$ cat src/common/rx_frontend_pkg.sv
// Widths, I/Q sample structs, front-end configuration struct and the 24-bit clip helper
`default_nettype none

package rx_frontend_pkg;

  // Raw ADC sample width
  localparam int ADC_WIDTH = 16;

  // Internal sample width, Q1.23
  localparam int INT_WIDTH = 24;

  // Correction coefficient width, Q1.17
  localparam int COEF_WIDTH = 18;

  // Full coefficient product, Q2.34
  localparam int PROD_WIDTH = 2 * COEF_WIDTH;

  // Two guard bits above the internal width for sums before clipping
  localparam int SUM_WIDTH = INT_WIDTH + 2;

  // Raw ADC input and sc16 output
  typedef struct packed {
    logic [ADC_WIDTH-1:0] i;
    logic [ADC_WIDTH-1:0] q;
  } iq16_t;

  // Sample pair carried between the internal stages
  typedef struct packed {
    logic signed [INT_WIDTH-1:0] i;
    logic signed [INT_WIDTH-1:0] q;
  } iq24_t;

  // Front-end configuration held by the settings register bank
  typedef struct packed {
    logic signed [COEF_WIDTH-1:0] mag_corr;
    logic signed [COEF_WIDTH-1:0] phase_corr;
    logic signed [INT_WIDTH-1:0]  offset_i;
    logic signed [INT_WIDTH-1:0]  offset_q;
    logic                         swap_iq;
    logic                         invert_i;
    logic                         invert_q;
    logic                         realmode;
    logic                         bypass_all;
  } front_cfg_t;

  // Clip a widened sum back to the signed internal range
  function automatic logic signed [INT_WIDTH-1:0] clip_int(
    input logic signed [SUM_WIDTH-1:0] x
  );
    // The value fits when the guard bits agree with the sign of the result
    if ((x[SUM_WIDTH-1:INT_WIDTH-1] == '0) || (x[SUM_WIDTH-1:INT_WIDTH-1] == '1)) begin
      return x[INT_WIDTH-1:0];
    end else if (x[SUM_WIDTH-1]) begin
      return {1'b1, {(INT_WIDTH-1){1'b0}}};
    end else begin
      return {1'b0, {(INT_WIDTH-1){1'b1}}};
    end
  endfunction

endpackage

`default_nettype wire
$ cat src/verilog/rx_frontend.sv
// Receive front-end top: settings bank, IQ mapper, DC offset, imbalance and output stages
`timescale 1ns/1ps
`default_nettype none

module rx_frontend
  import rx_frontend_pkg::*;
#(
  parameter logic [7:0] SR_MAG_CORRECTION   = 8'd0,
  parameter logic [7:0] SR_PHASE_CORRECTION = 8'd1,
  parameter logic [7:0] SR_OFFSET_I         = 8'd2,
  parameter logic [7:0] SR_OFFSET_Q         = 8'd3,
  parameter logic [7:0] SR_IQ_MAPPING       = 8'd4
) (
  input  logic        clk,
  input  logic        reset,
  input  logic        set_stb_i,
  input  logic [7:0]  set_addr_i,
  input  logic [31:0] set_data_i,
  input  logic        adc_stb_i,
  input  iq16_t       adc_i,
  output logic        rx_stb_o,
  output iq16_t       rx_o
);

  front_cfg_t cfg;

  logic  map_stb;
  iq24_t map_smp;
  logic  ofs_stb;
  iq24_t ofs_smp;
  logic  comp_stb;
  iq24_t comp_smp;

  rx_settings #(
    .SR_MAG_CORRECTION   (SR_MAG_CORRECTION),
    .SR_PHASE_CORRECTION (SR_PHASE_CORRECTION),
    .SR_OFFSET_I         (SR_OFFSET_I),
    .SR_OFFSET_Q         (SR_OFFSET_Q),
    .SR_IQ_MAPPING       (SR_IQ_MAPPING)
  ) rx_settings_inst (
    .clk        (clk),
    .reset      (reset),
    .set_stb_i  (set_stb_i),
    .set_addr_i (set_addr_i),
    .set_data_i (set_data_i),
    .cfg_o      (cfg)
  );

  // Input side, one cycle
  iq_mapper iq_mapper_inst (
    .clk       (clk),
    .reset     (reset),
    .cfg_i     (cfg),
    .adc_stb_i (adc_stb_i),
    .adc_i     (adc_i),
    .map_stb_o (map_stb),
    .map_o     (map_smp)
  );

  dc_offset_corr dc_offset_corr_inst (
    .clk       (clk),
    .reset     (reset),
    .cfg_i     (cfg),
    .in_stb_i  (map_stb),
    .in_i      (map_smp),
    .out_stb_o (ofs_stb),
    .out_o     (ofs_smp)
  );

  iq_imbalance_comp iq_imbalance_comp_inst (
    .clk       (clk),
    .reset     (reset),
    .cfg_i     (cfg),
    .in_stb_i  (ofs_stb),
    .in_i      (ofs_smp),
    .out_stb_o (comp_stb),
    .out_o     (comp_smp)
  );

  // Raw ADC sample goes straight to the output stage for bypass
  rx_output_stage rx_output_stage_inst (
    .clk       (clk),
    .reset     (reset),
    .cfg_i     (cfg),
    .in_stb_i  (comp_stb),
    .in_i      (comp_smp),
    .adc_stb_i (adc_stb_i),
    .adc_i     (adc_i),
    .rx_stb_o  (rx_stb_o),
    .rx_o      (rx_o)
  );

endmodule

`default_nettype wire

$ cat src/verilog/rx_output_stage.sv
// Round-half-up to sc16 with saturation and selection of the raw bypass sample
`timescale 1ns/1ps
`default_nettype none

module rx_output_stage
  import rx_frontend_pkg::*;
(
  input  logic       clk,
  input  logic       reset,
  input  front_cfg_t cfg_i,
  input  logic       in_stb_i,
  input  iq24_t      in_i,
  input  logic       adc_stb_i,
  input  iq16_t      adc_i,
  output logic       rx_stb_o,
  output iq16_t      rx_o
);

  localparam int DROP = INT_WIDTH - ADC_WIDTH;

  // Add half an output LSB, drop the low bits, clamp to the sc16 range
  function automatic logic [ADC_WIDTH-1:0] round_sat(input logic signed [INT_WIDTH-1:0] x);
    logic signed [INT_WIDTH:0] biased;
    logic signed [ADC_WIDTH:0] scaled;
    biased = x + (INT_WIDTH+1)'(1 << (DROP - 1));
    scaled = (ADC_WIDTH+1)'(biased >>> DROP);
    if (scaled[ADC_WIDTH] != scaled[ADC_WIDTH-1]) begin
      return scaled[ADC_WIDTH] ? {1'b1, {(ADC_WIDTH-1){1'b0}}} : {1'b0, {(ADC_WIDTH-1){1'b1}}};
    end
    return scaled[ADC_WIDTH-1:0];
  endfunction

  logic  out_load;
  iq16_t out_next;

  // In bypass the pipeline strobes are ignored
  always_comb begin
    if (cfg_i.bypass_all) begin
      out_load = adc_stb_i;
      out_next = adc_i;
    end else begin
      out_load   = in_stb_i;
      out_next.i = round_sat(in_i.i);
      out_next.q = round_sat(in_i.q);
    end
  end

  always_ff @(posedge clk) begin
    if (reset) begin
      rx_stb_o <= 1'b0;
    end else begin
      rx_stb_o <= out_load;
    end
  end

  always_ff @(posedge clk) begin
    if (out_load) begin
      rx_o <= out_next;
    end
  end

endmodule

`default_nettype wire

$ cat src/iq_correction/iq_imbalance_comp.sv
// Two-stage multiply-add-clip for magnitude and phase imbalance correction
`timescale 1ns/1ps
`default_nettype none

module iq_imbalance_comp
  import rx_frontend_pkg::*;
(
  input  logic       clk,
  input  logic       reset,
  input  front_cfg_t cfg_i,
  input  logic       in_stb_i,
  input  iq24_t      in_i,
  output logic       out_stb_o,
  output iq24_t      out_o
);

  // I rail reduced to Q1.17 for the multipliers
  logic signed [COEF_WIDTH-1:0] i_top;

  // Stage one registers
  logic                         s1_stb;
  iq24_t                        s1_smp;
  logic signed [PROD_WIDTH-1:0] s1_prod_i;
  logic signed [PROD_WIDTH-1:0] s1_prod_q;

  // Stage two arithmetic
  logic signed [PROD_WIDTH-1:0] shr_i;
  logic signed [PROD_WIDTH-1:0] shr_q;
  logic signed [PROD_WIDTH-1:0] sum_i;
  logic signed [PROD_WIDTH-1:0] sum_q;

  assign i_top = in_i.i[INT_WIDTH-1 -: COEF_WIDTH];

  always_ff @(posedge clk) begin
    if (reset) begin
      s1_stb    <= 1'b0;
      out_stb_o <= 1'b0;
    end else begin
      s1_stb    <= in_stb_i;
      out_stb_o <= s1_stb;
    end
  end

  // Both corrections are driven by the I rail
  always_ff @(posedge clk) begin
    if (in_stb_i) begin
      s1_smp    <= in_i;
      s1_prod_i <= i_top * cfg_i.mag_corr;
      s1_prod_q <= i_top * cfg_i.phase_corr;
    end
  end

  // Q2.34 down to Q2.23
  assign shr_i = s1_prod_i >>> (2 * (COEF_WIDTH - 1) - (INT_WIDTH - 1));
  assign shr_q = s1_prod_q >>> (2 * (COEF_WIDTH - 1) - (INT_WIDTH - 1));

  assign sum_i = shr_i + s1_smp.i;
  assign sum_q = shr_q + s1_smp.q;

  // Sums fit in SUM_WIDTH bits, the upper product bits only repeat the sign
  always_ff @(posedge clk) begin
    if (s1_stb) begin
      out_o.i <= clip_int(sum_i[SUM_WIDTH-1:0]);
      out_o.q <= clip_int(sum_q[SUM_WIDTH-1:0]);
    end
  end

endmodule

`default_nettype wire

$ cat src/iq_correction/dc_offset_corr.sv
// Per-rail static DC offset addition with saturation to the internal range
`timescale 1ns/1ps
`default_nettype none

module dc_offset_corr
  import rx_frontend_pkg::*;
(
  input  logic       clk,
  input  logic       reset,
  input  front_cfg_t cfg_i,
  input  logic       in_stb_i,
  input  iq24_t      in_i,
  output logic       out_stb_o,
  output iq24_t      out_o
);

  logic signed [SUM_WIDTH-1:0] sum_i;
  logic signed [SUM_WIDTH-1:0] sum_q;

  // Both operands are signed, so they sign-extend into the wider sum
  assign sum_i = in_i.i + cfg_i.offset_i;
  assign sum_q = in_i.q + cfg_i.offset_q;

  always_ff @(posedge clk) begin
    if (reset) begin
      out_stb_o <= 1'b0;
    end else begin
      out_stb_o <= in_stb_i;
    end
  end

  always_ff @(posedge clk) begin
    if (in_stb_i) begin
      out_o.i <= clip_int(sum_i);
      out_o.q <= clip_int(sum_q);
    end
  end

endmodule

`default_nettype wire

$ cat src/verilog/iq_mapper.sv
// Registered I/Q swap, rail inversion and real-mode zeroing, widened to 24 bits
`timescale 1ns/1ps
`default_nettype none

module iq_mapper
  import rx_frontend_pkg::*;
(
  input  logic       clk,
  input  logic       reset,
  input  front_cfg_t cfg_i,
  input  logic       adc_stb_i,
  input  iq16_t      adc_i,
  output logic       map_stb_o,
  output iq24_t      map_o
);

  logic [ADC_WIDTH-1:0] inv_i;
  logic [ADC_WIDTH-1:0] inv_q;
  logic [ADC_WIDTH-1:0] sel_i;
  logic [ADC_WIDTH-1:0] sel_q;

  // Inversion follows the source rail, so it is applied before the swap
  always_comb begin
    inv_i = cfg_i.invert_i ? ~adc_i.i : adc_i.i;
    inv_q = cfg_i.invert_q ? ~adc_i.q : adc_i.q;
    sel_i = cfg_i.swap_iq ? inv_q : inv_i;
    sel_q = cfg_i.realmode ? '0 : (cfg_i.swap_iq ? inv_i : inv_q);
  end

  always_ff @(posedge clk) begin
    if (reset) begin
      map_stb_o <= 1'b0;
    end else begin
      map_stb_o <= adc_stb_i;
    end
  end

  // Sample goes to the top of the internal word
  always_ff @(posedge clk) begin
    if (adc_stb_i) begin
      map_o.i <= {sel_i, {(INT_WIDTH-ADC_WIDTH){1'b0}}};
      map_o.q <= {sel_q, {(INT_WIDTH-ADC_WIDTH){1'b0}}};
    end
  end

endmodule

`default_nettype wire

$ cat src/verilog/rx_settings.sv
// Settings bus address decode and register bank for the front-end configuration
`timescale 1ns/1ps
`default_nettype none

module rx_settings
  import rx_frontend_pkg::*;
#(
  parameter logic [7:0] SR_MAG_CORRECTION   = 8'd0,
  parameter logic [7:0] SR_PHASE_CORRECTION = 8'd1,
  parameter logic [7:0] SR_OFFSET_I         = 8'd2,
  parameter logic [7:0] SR_OFFSET_Q         = 8'd3,
  parameter logic [7:0] SR_IQ_MAPPING       = 8'd4
) (
  input  logic        clk,
  input  logic        reset,
  input  logic        set_stb_i,
  input  logic [7:0]  set_addr_i,
  input  logic [31:0] set_data_i,
  output front_cfg_t  cfg_o
);

  // Each field loads only when its own address is strobed
  always_ff @(posedge clk) begin
    if (reset) begin
      cfg_o <= '0;
    end else if (set_stb_i) begin
      if (set_addr_i == SR_MAG_CORRECTION) begin
        cfg_o.mag_corr <= set_data_i[COEF_WIDTH-1:0];
      end
      if (set_addr_i == SR_PHASE_CORRECTION) begin
        cfg_o.phase_corr <= set_data_i[COEF_WIDTH-1:0];
      end
      if (set_addr_i == SR_OFFSET_I) begin
        cfg_o.offset_i <= set_data_i[INT_WIDTH-1:0];
      end
      if (set_addr_i == SR_OFFSET_Q) begin
        cfg_o.offset_q <= set_data_i[INT_WIDTH-1:0];
      end
      // Mapping word, bits 6:4 are reserved
      if (set_addr_i == SR_IQ_MAPPING) begin
        cfg_o.swap_iq    <= set_data_i[0];
        cfg_o.realmode   <= set_data_i[1];
        cfg_o.invert_q   <= set_data_i[2];
        cfg_o.invert_i   <= set_data_i[3];
        cfg_o.bypass_all <= set_data_i[7];
      end
    end
  end

endmodule

`default_nettype wire

$ cat config.mk
export PLATFORM = sky130hd
export DESIGN_NAME = rx_frontend
export DESIGN_NICKNAME = d
export VERILOG_FILES = /design/src/common/rx_frontend_pkg.sv /design/src/verilog/rx_frontend.sv /design/src/verilog/rx_output_stage.sv /design/src/iq_correction/iq_imbalance_comp.sv /design/src/iq_correction/dc_offset_corr.sv /design/src/verilog/iq_mapper.sv /design/src/verilog/rx_settings.sv
export SDC_FILE = /design/constraint.sdc
export NUM_CORES = 2
export LEC_CHECK = 0
export BUFFER_PORTS_ARGS = -buffer_cell sky130_fd_sc_hd__buf_2
export CORE_MARGIN = 4
export CORE_UTILIZATION = 57
export DETAILED_ROUTE_END_ITERATION = 12
export HOLD_SLACK_MARGIN = 0.08
export PLACE_DENSITY = 0.8
export SYNTH_ARGS = -nofsm -noshare
export SYNTH_HDL_FRONTEND = slang
export SYNTH_SLANG_ARGS = --single-unit
export TNS_END_PERCENT = 20
$ cat constraint.sdc
create_clock -name clk -period 12.8 [get_ports clk]
set_input_delay 1.28 -clock clk [delete_from_list [all_inputs] [get_ports clk]]
set_output_delay 1.28 -clock clk [all_outputs]
set_load 0.1 [all_outputs]
Word level (Yosys, flattened, before mapping)
Cells that the tools add are included.
{"block": "totals", "regBits": 374, "latchBits": 0, "mem_bits_rw": 0, "romBits": 0, "inputBits": 76, "output_inout_bits": 33, "elab_cells": 84, "n_memories": 0}
{"block": "classes", "n_addsub": 6, "n_mul": 2, "div_mod_pow": 0, "n_lt_le_gt_ge": 0, "n_eq_ne": 10, "shifts": 0, "n_mux": 24, "bitwise": 2, "n_reduce_logical": 14}
{"cell": "two-way mux 24 bit", "count": 8}
{"cell": "two-way mux 16 bit", "count": 10}
{"cell": "multiplier 18 x 18 -> 36 bit", "count": 2}
{"cell": "adder 25 x 24 -> 26 bit", "count": 2}
{"cell": "adder 24 x 24 -> 25 bit", "count": 2}
{"cell": "adder 24 x 9 -> 25 bit, second input constant", "count": 2}
{"cell": "two-way mux 32 bit", "count": 1}
{"cell": "NOT 16 bit", "count": 2}
{"cell": "== test 8 x 2 -> 1 bit, second input constant", "count": 2}
{"cell": "== test 3 bit, second input constant", "count": 4}
{"cell": "zero test 3 bit", "count": 4}
{"cell": "AND reduction 2 bit", "count": 5}
{"cell": "== test 8 x 1 -> 1 bit, second input constant", "count": 1}
{"cell": "== test 8 x 3 -> 1 bit, second input constant", "count": 1}
{"cell": "zero test 8 bit", "count": 1}
{"cell": "two-way mux 1 bit", "count": 5}
{"cell": "logical OR 1 bit", "count": 4}
{"cell": "inequality test 1 bit", "count": 2}

Logic depth before layout (Yosys ltp)
{"block": "logic_depth", "depth_word": 6, "depth_mapped": 26, "ltp_nobuf": 24}

Modules after synthesis
Synthesis repeated with hierarchy kept, for this count alone.
{"block": "hier_totals", "hier_cells": 4345, "hier_area_um2": 43311.5}
{"module": "iq_imbalance_comp", "n_inst": 1, "cells_each": 3085, "area_each_um2": 30509.3, "seq_area_each_um2": 4424.2}
{"module": "dc_offset_corr", "n_inst": 1, "cells_each": 576, "area_each_um2": 5038.6, "seq_area_each_um2": 1461.4}
{"module": "rx_settings", "n_inst": 1, "cells_each": 324, "area_each_um2": 3601.0, "seq_area_each_um2": 1781.7}
{"module": "rx_output_stage", "n_inst": 1, "cells_each": 233, "area_each_um2": 2349.8, "seq_area_each_um2": 980.9}
{"module": "iq_mapper", "n_inst": 1, "cells_each": 127, "area_each_um2": 1813.0, "seq_area_each_um2": 980.9}

Worst setup path after synthesis
No wires, ideal clock.
{"block": "synth_path", "kind": "register to register", "startpoint": "reg dc_offset_corr_inst.out_o[47] (netlist bit)", "endpoint": "reg iq_imbalance_comp_inst.s1_prod_q[34] (data pin)", "setup_ns": 0.260, "t_arrival_ns": 6.142, "required_time_ns": 12.540, "slack_ns": 6.398, "stages_incl_launch_ff": 25, "path_buffers": 2, "synth_period_minus_slack_ns": 6.402, "cell_sequence": "edfxtp_1 -> clkbuf_1 -> clkbuf_1 -> nand2_1 -> fa_1 -> inv_1 -> fa_1 -> inv_1 -> fa_1 -> inv_1 -> fa_1 -> fa_1 -> inv_1 -> fa_1 -> inv_1 -> ha_1 -> a21o_1 -> a21o_1 -> a21oi_1 -> nand2_1 -> and3_1 -> a221oi_4 -> a211oi_1 -> nor3_1 -> xnor2_1"}
{"block": "synth_between", "elab_chain_len": 1}
{"element": "start: declaration", "line_no": "dc_offset_corr.sv:14", "source": "output iq24_t out_o"}
{"element": "multiplier 18 x 18 -> 36 bit", "line_no": "iq_imbalance_comp.sv:49", "source": "s1_prod_q <= i_top * cfg_i.phase_corr;"}
{"element": "end signal: assignment", "line_no": "iq_imbalance_comp.sv:49"}
{"element": "end: declaration", "line_no": "iq_imbalance_comp.sv:24", "source": "logic signed [PROD_WIDTH-1:0] s1_prod_q;"}
Every way passes these cells.
A chain may end at the register's enable or synchronous reset.

Final worst setup path
{"block": "layout_path", "startpoint": "reg dc_offset_corr_inst.out_o[40] (netlist bit)", "endpoint": "reg iq_imbalance_comp_inst.s1_prod_i[29] (data pin)"}
{"block": "layout_between", "elab_chain_len": 1}
{"element": "multiplier 18 x 18 -> 36 bit", "line_no": "iq_imbalance_comp.sv:48", "source": "s1_prod_i <= i_top * cfg_i.mag_corr;"}
{"element": "end signal: assignment", "line_no": "iq_imbalance_comp.sv:48"}
{"element": "end: declaration", "line_no": "iq_imbalance_comp.sv:23", "source": "logic signed [PROD_WIDTH-1:0] s1_prod_i;"}
Every way passes these cells.

==> metrics.txt <==
outcome complete, no violations; Multi-input gate area roughly 27,000 sq um; initial antenna violation count 5; clk buf depth 3; Post-synth EDFFs 244; CTS tree yes; slowest CP cell edfxtp_1; gr usage total 0.264; top-area cell type share of the netlist area 0.331; core area 68,900 sq um; sequential standard cell area ~9200 sq um; post-synthesis net count between 5k and 6k; top routing layer used met4; Largest stage delay, worst path between 1000 and 1500 ps; post-synthesis sequential area ratio 0.231; CTS HTree Levels 1; Final setup viols 0; share of cells above drive strength 1 0.0553; post-route setup TNS 0 ps; Die W ~270 microns; synthesis-stage register bit count between 300 and 400; commonest cells in the netlist inv_1, fa_1, nand2_1; estimated wirelength of the detail-placed design between 70 and 80 mm; DR WL/cell around 19 microns; Die Height about 270 microns; vias in the first global route around 30k; first-pass GRT wire length 156 mm; root buffer cell clkbuf_16; Setup Skew ~19 ps; # IOs about 110; minimum clock period ~7700 ps; Post-Syn Area around 40,000 sq um; Post-DRT Antenna Nets 0; RSZ-0062 raised after global routing no; Critical Path Most Common Cell fa_1; filler cell count in the final layout ~5.5k; P_leak ~19 nW; count of cell types in the netlist a little under 80; worst setup path class flip-flop to flip-flop; postcts setup bufs 0; GPL Wtd Cong between 0.9 and 1; clock-pin slew on the worst setup and hold paths 70 ps; NumNets Final 5,071; met2 wire len around 46 mm; top cell type by total area after synthesis fa_1; Crit Path Max Fanout 22; starting density of the core 0.578; Synth area leaders fa_1, edfxtp_1, ha_1; period utilization 0.604; worst relative slew slack 0.227; Synth Flop Type edfxtp_1; # resized after CTS 0; Syn-to-layout area delta 5.62%; via count roughly 28k; f_max about 130 MHz; post-route total power 2.44 mW; Hold Path Class flip-flop to flip-flop; worst skew pair latency ~610 ps; Mapped Cells 4,107; WL met1 37.1 mm; most frequent cell after synthesis inv_1; peak supply drop around 100 uV; Buf+Inv Stages, Crit Path 4; clock sink count 338; Async S/R FF share, synth 0; met3 routed WL 7.55 mm; 1st-iter DRT viols ~2.3k; DR pass1 iterations 5; crit-path cells buf_4 > nand2_1 > fa_1 > fa_1 > fa_1 > fa_1 > inv_1 > fa_1 > inv_1 > fa_1 > inv_1 > ha_1 > and4_1 > a221o_1 > a221oi_2 > o21ba_2 > o21bai_1 > a21oi_1 > o21ai_1 > xor2_1; IO buf count 100; Top Family by Delay on Critical Path adder cells; Final Hold Vio Count 0; Remaining DRCs 0; hold_buf cts 0; CP Capture Type flip-flop; PD cells between 50 and 60 nW/um^2; Total Wirelength between 90 and 100 mm; WP data required between 10,000 and 15,000 ps; vias per cell between 5 and 6; worst slew pin tran between 1000 and 1500 ps; CTS Buf Count 31; Final Max Tran Viols 0; startpoint types flip-flop; largest net degree at the start of global routing 95; site row count 96; Ys Warns 0; Max-Cap Viols 0; gr ovfl total 0; die area about 74,000 sq um; Mapped Avg Cell Area 9.70 sq um; Worst Path Arrival around 8100 ps
==> stage by stage <==
step | utilization | instances | instance area, sq um | setup slack, ps | hold slack (ps)
final | 0.611 | 5036 | 42100 | 5070 | 414
after global routing | 0.611 | 5035 | 42100 | 4880 | 425
after CTS | 0.610 | 5033 | 42100 | 5260 | 416
after detailed placement | 0.595 | 4975 | 41000 | 5280 | 405
after global placement | 0.595 | 4975 | 41000 | 5400 | 403
after floorplan | - | 4107 | 39900 | 6400 | 400
==> cells in the final DEF, fill, tap and decap left out, drive strengths merged, types with 28 or more instances in the layout <==
master and n:
fa 658, ha 260, xor2 60, nor2 139, dfxtp 94, a211oi 28, xnor2 113, o21ai 96
buf 125, nand3 34, a21oi 223, edfxtp 244, a21o 62, clkbuf 33, inv 805, nand2 530
and2 331
==> layer usage <==
layer,global-route usage,vias up
li1,-,12700
met1,0.353,14300
met2,0.439,1065
met3,0.0426,265
met4,0.102,0
met5,0,-
==> area by class of cell <==
cell class                 count  area share
clock inverter                25     0.00681
clock buffer                  33      0.0191
inverter                     801      0.0714
multi-input combinational   2780       0.640
antenna                        3    0.000178
timing repair buffer         125      0.0164
sequential                   338       0.219
tap                          931      0.0277
==> kinds of logic (layout without fill, tap and decap cells) <==
| logic type | after synthesis | after routing | synth area share |
|---|---|---|---|
| fa+ha+maj | 918 | 918 | 0.412 |
| other cells | 0 | 3 | 0 |
| compound gates | 508 | 508 | 0.0809 |
| buf+inv | 989 | 984 | 0.0941 |
| mux | 9 | 9 | 0.00245 |
| simple gates | 1172 | 1172 | 0.141 |
| xor+xnor | 173 | 173 | 0.0380 |
| flops | 338 | 338 | 0.231 |
==> worst register-to-register path, stage by stage, from the launching register on <==
cell      delay, ps
edfxtp_1       1030
buf_4           460
nand2_1         140
fa_1            570
fa_1            580
fa_1            460
fa_1            550
inv_1            50
fa_1            480
inv_1            50
fa_1            480
inv_1            50
ha_1            300
and4_1          250
a221o_1         400
a221oi_2        640
o21ba_2         280
o21bai_1        100
a21oi_1         320
o21ai_1         150
xor2_1          150
==> registers in the layout, indices dropped and copies added (netlist names) <==
name	flops
iq_imbalance_comp_inst.s1_stb	1
iq_imbalance_comp_inst.out_o	34
iq_imbalance_comp_inst.s1_smp	48
rx_settings_inst.cfg_o	89
iq_imbalance_comp_inst.out_stb_o	1
iq_mapper_inst.map_o	32
iq_imbalance_comp_inst.s1_prod_i	25
dc_offset_corr_inst.out_stb_o	1
iq_mapper_inst.map_stb_o	1
iq_imbalance_comp_inst.s1_prod_q	25
rx_output_stage_inst.rx_stb_o	1
dc_offset_corr_inst.out_o	48
rx_output_stage_inst.rx_o	32
==> report_power, final <==
part / internal (mW) / switching, mW / total (mW)
logic: 0.0721 / 0.151 / 0.224
clock network: 0.546 / 0.450 / 0.996
registers: 1.20 / 0.0219 / 1.22
total: 1.82 / 0.624 / 2.44
==> worst paths after layout <==
kind	startpoint	endpoint	slack (ps)	depth (start not counted)
worst max-delay path	dc_offset_corr_inst.out_o[40]	iq_imbalance_comp_inst.s1_prod_i[29]	5070	20
worst min-delay path	dc_offset_corr_inst.out_o[29]	iq_imbalance_comp_inst.s1_smp[29]	410	0
worst max register to register	dc_offset_corr_inst.out_o[40]	iq_imbalance_comp_inst.s1_prod_i[29]	5070	20
worst min register to register	dc_offset_corr_inst.out_o[29]	iq_imbalance_comp_inst.s1_smp[29]	410	0
(Power assumes the default switching activity.)
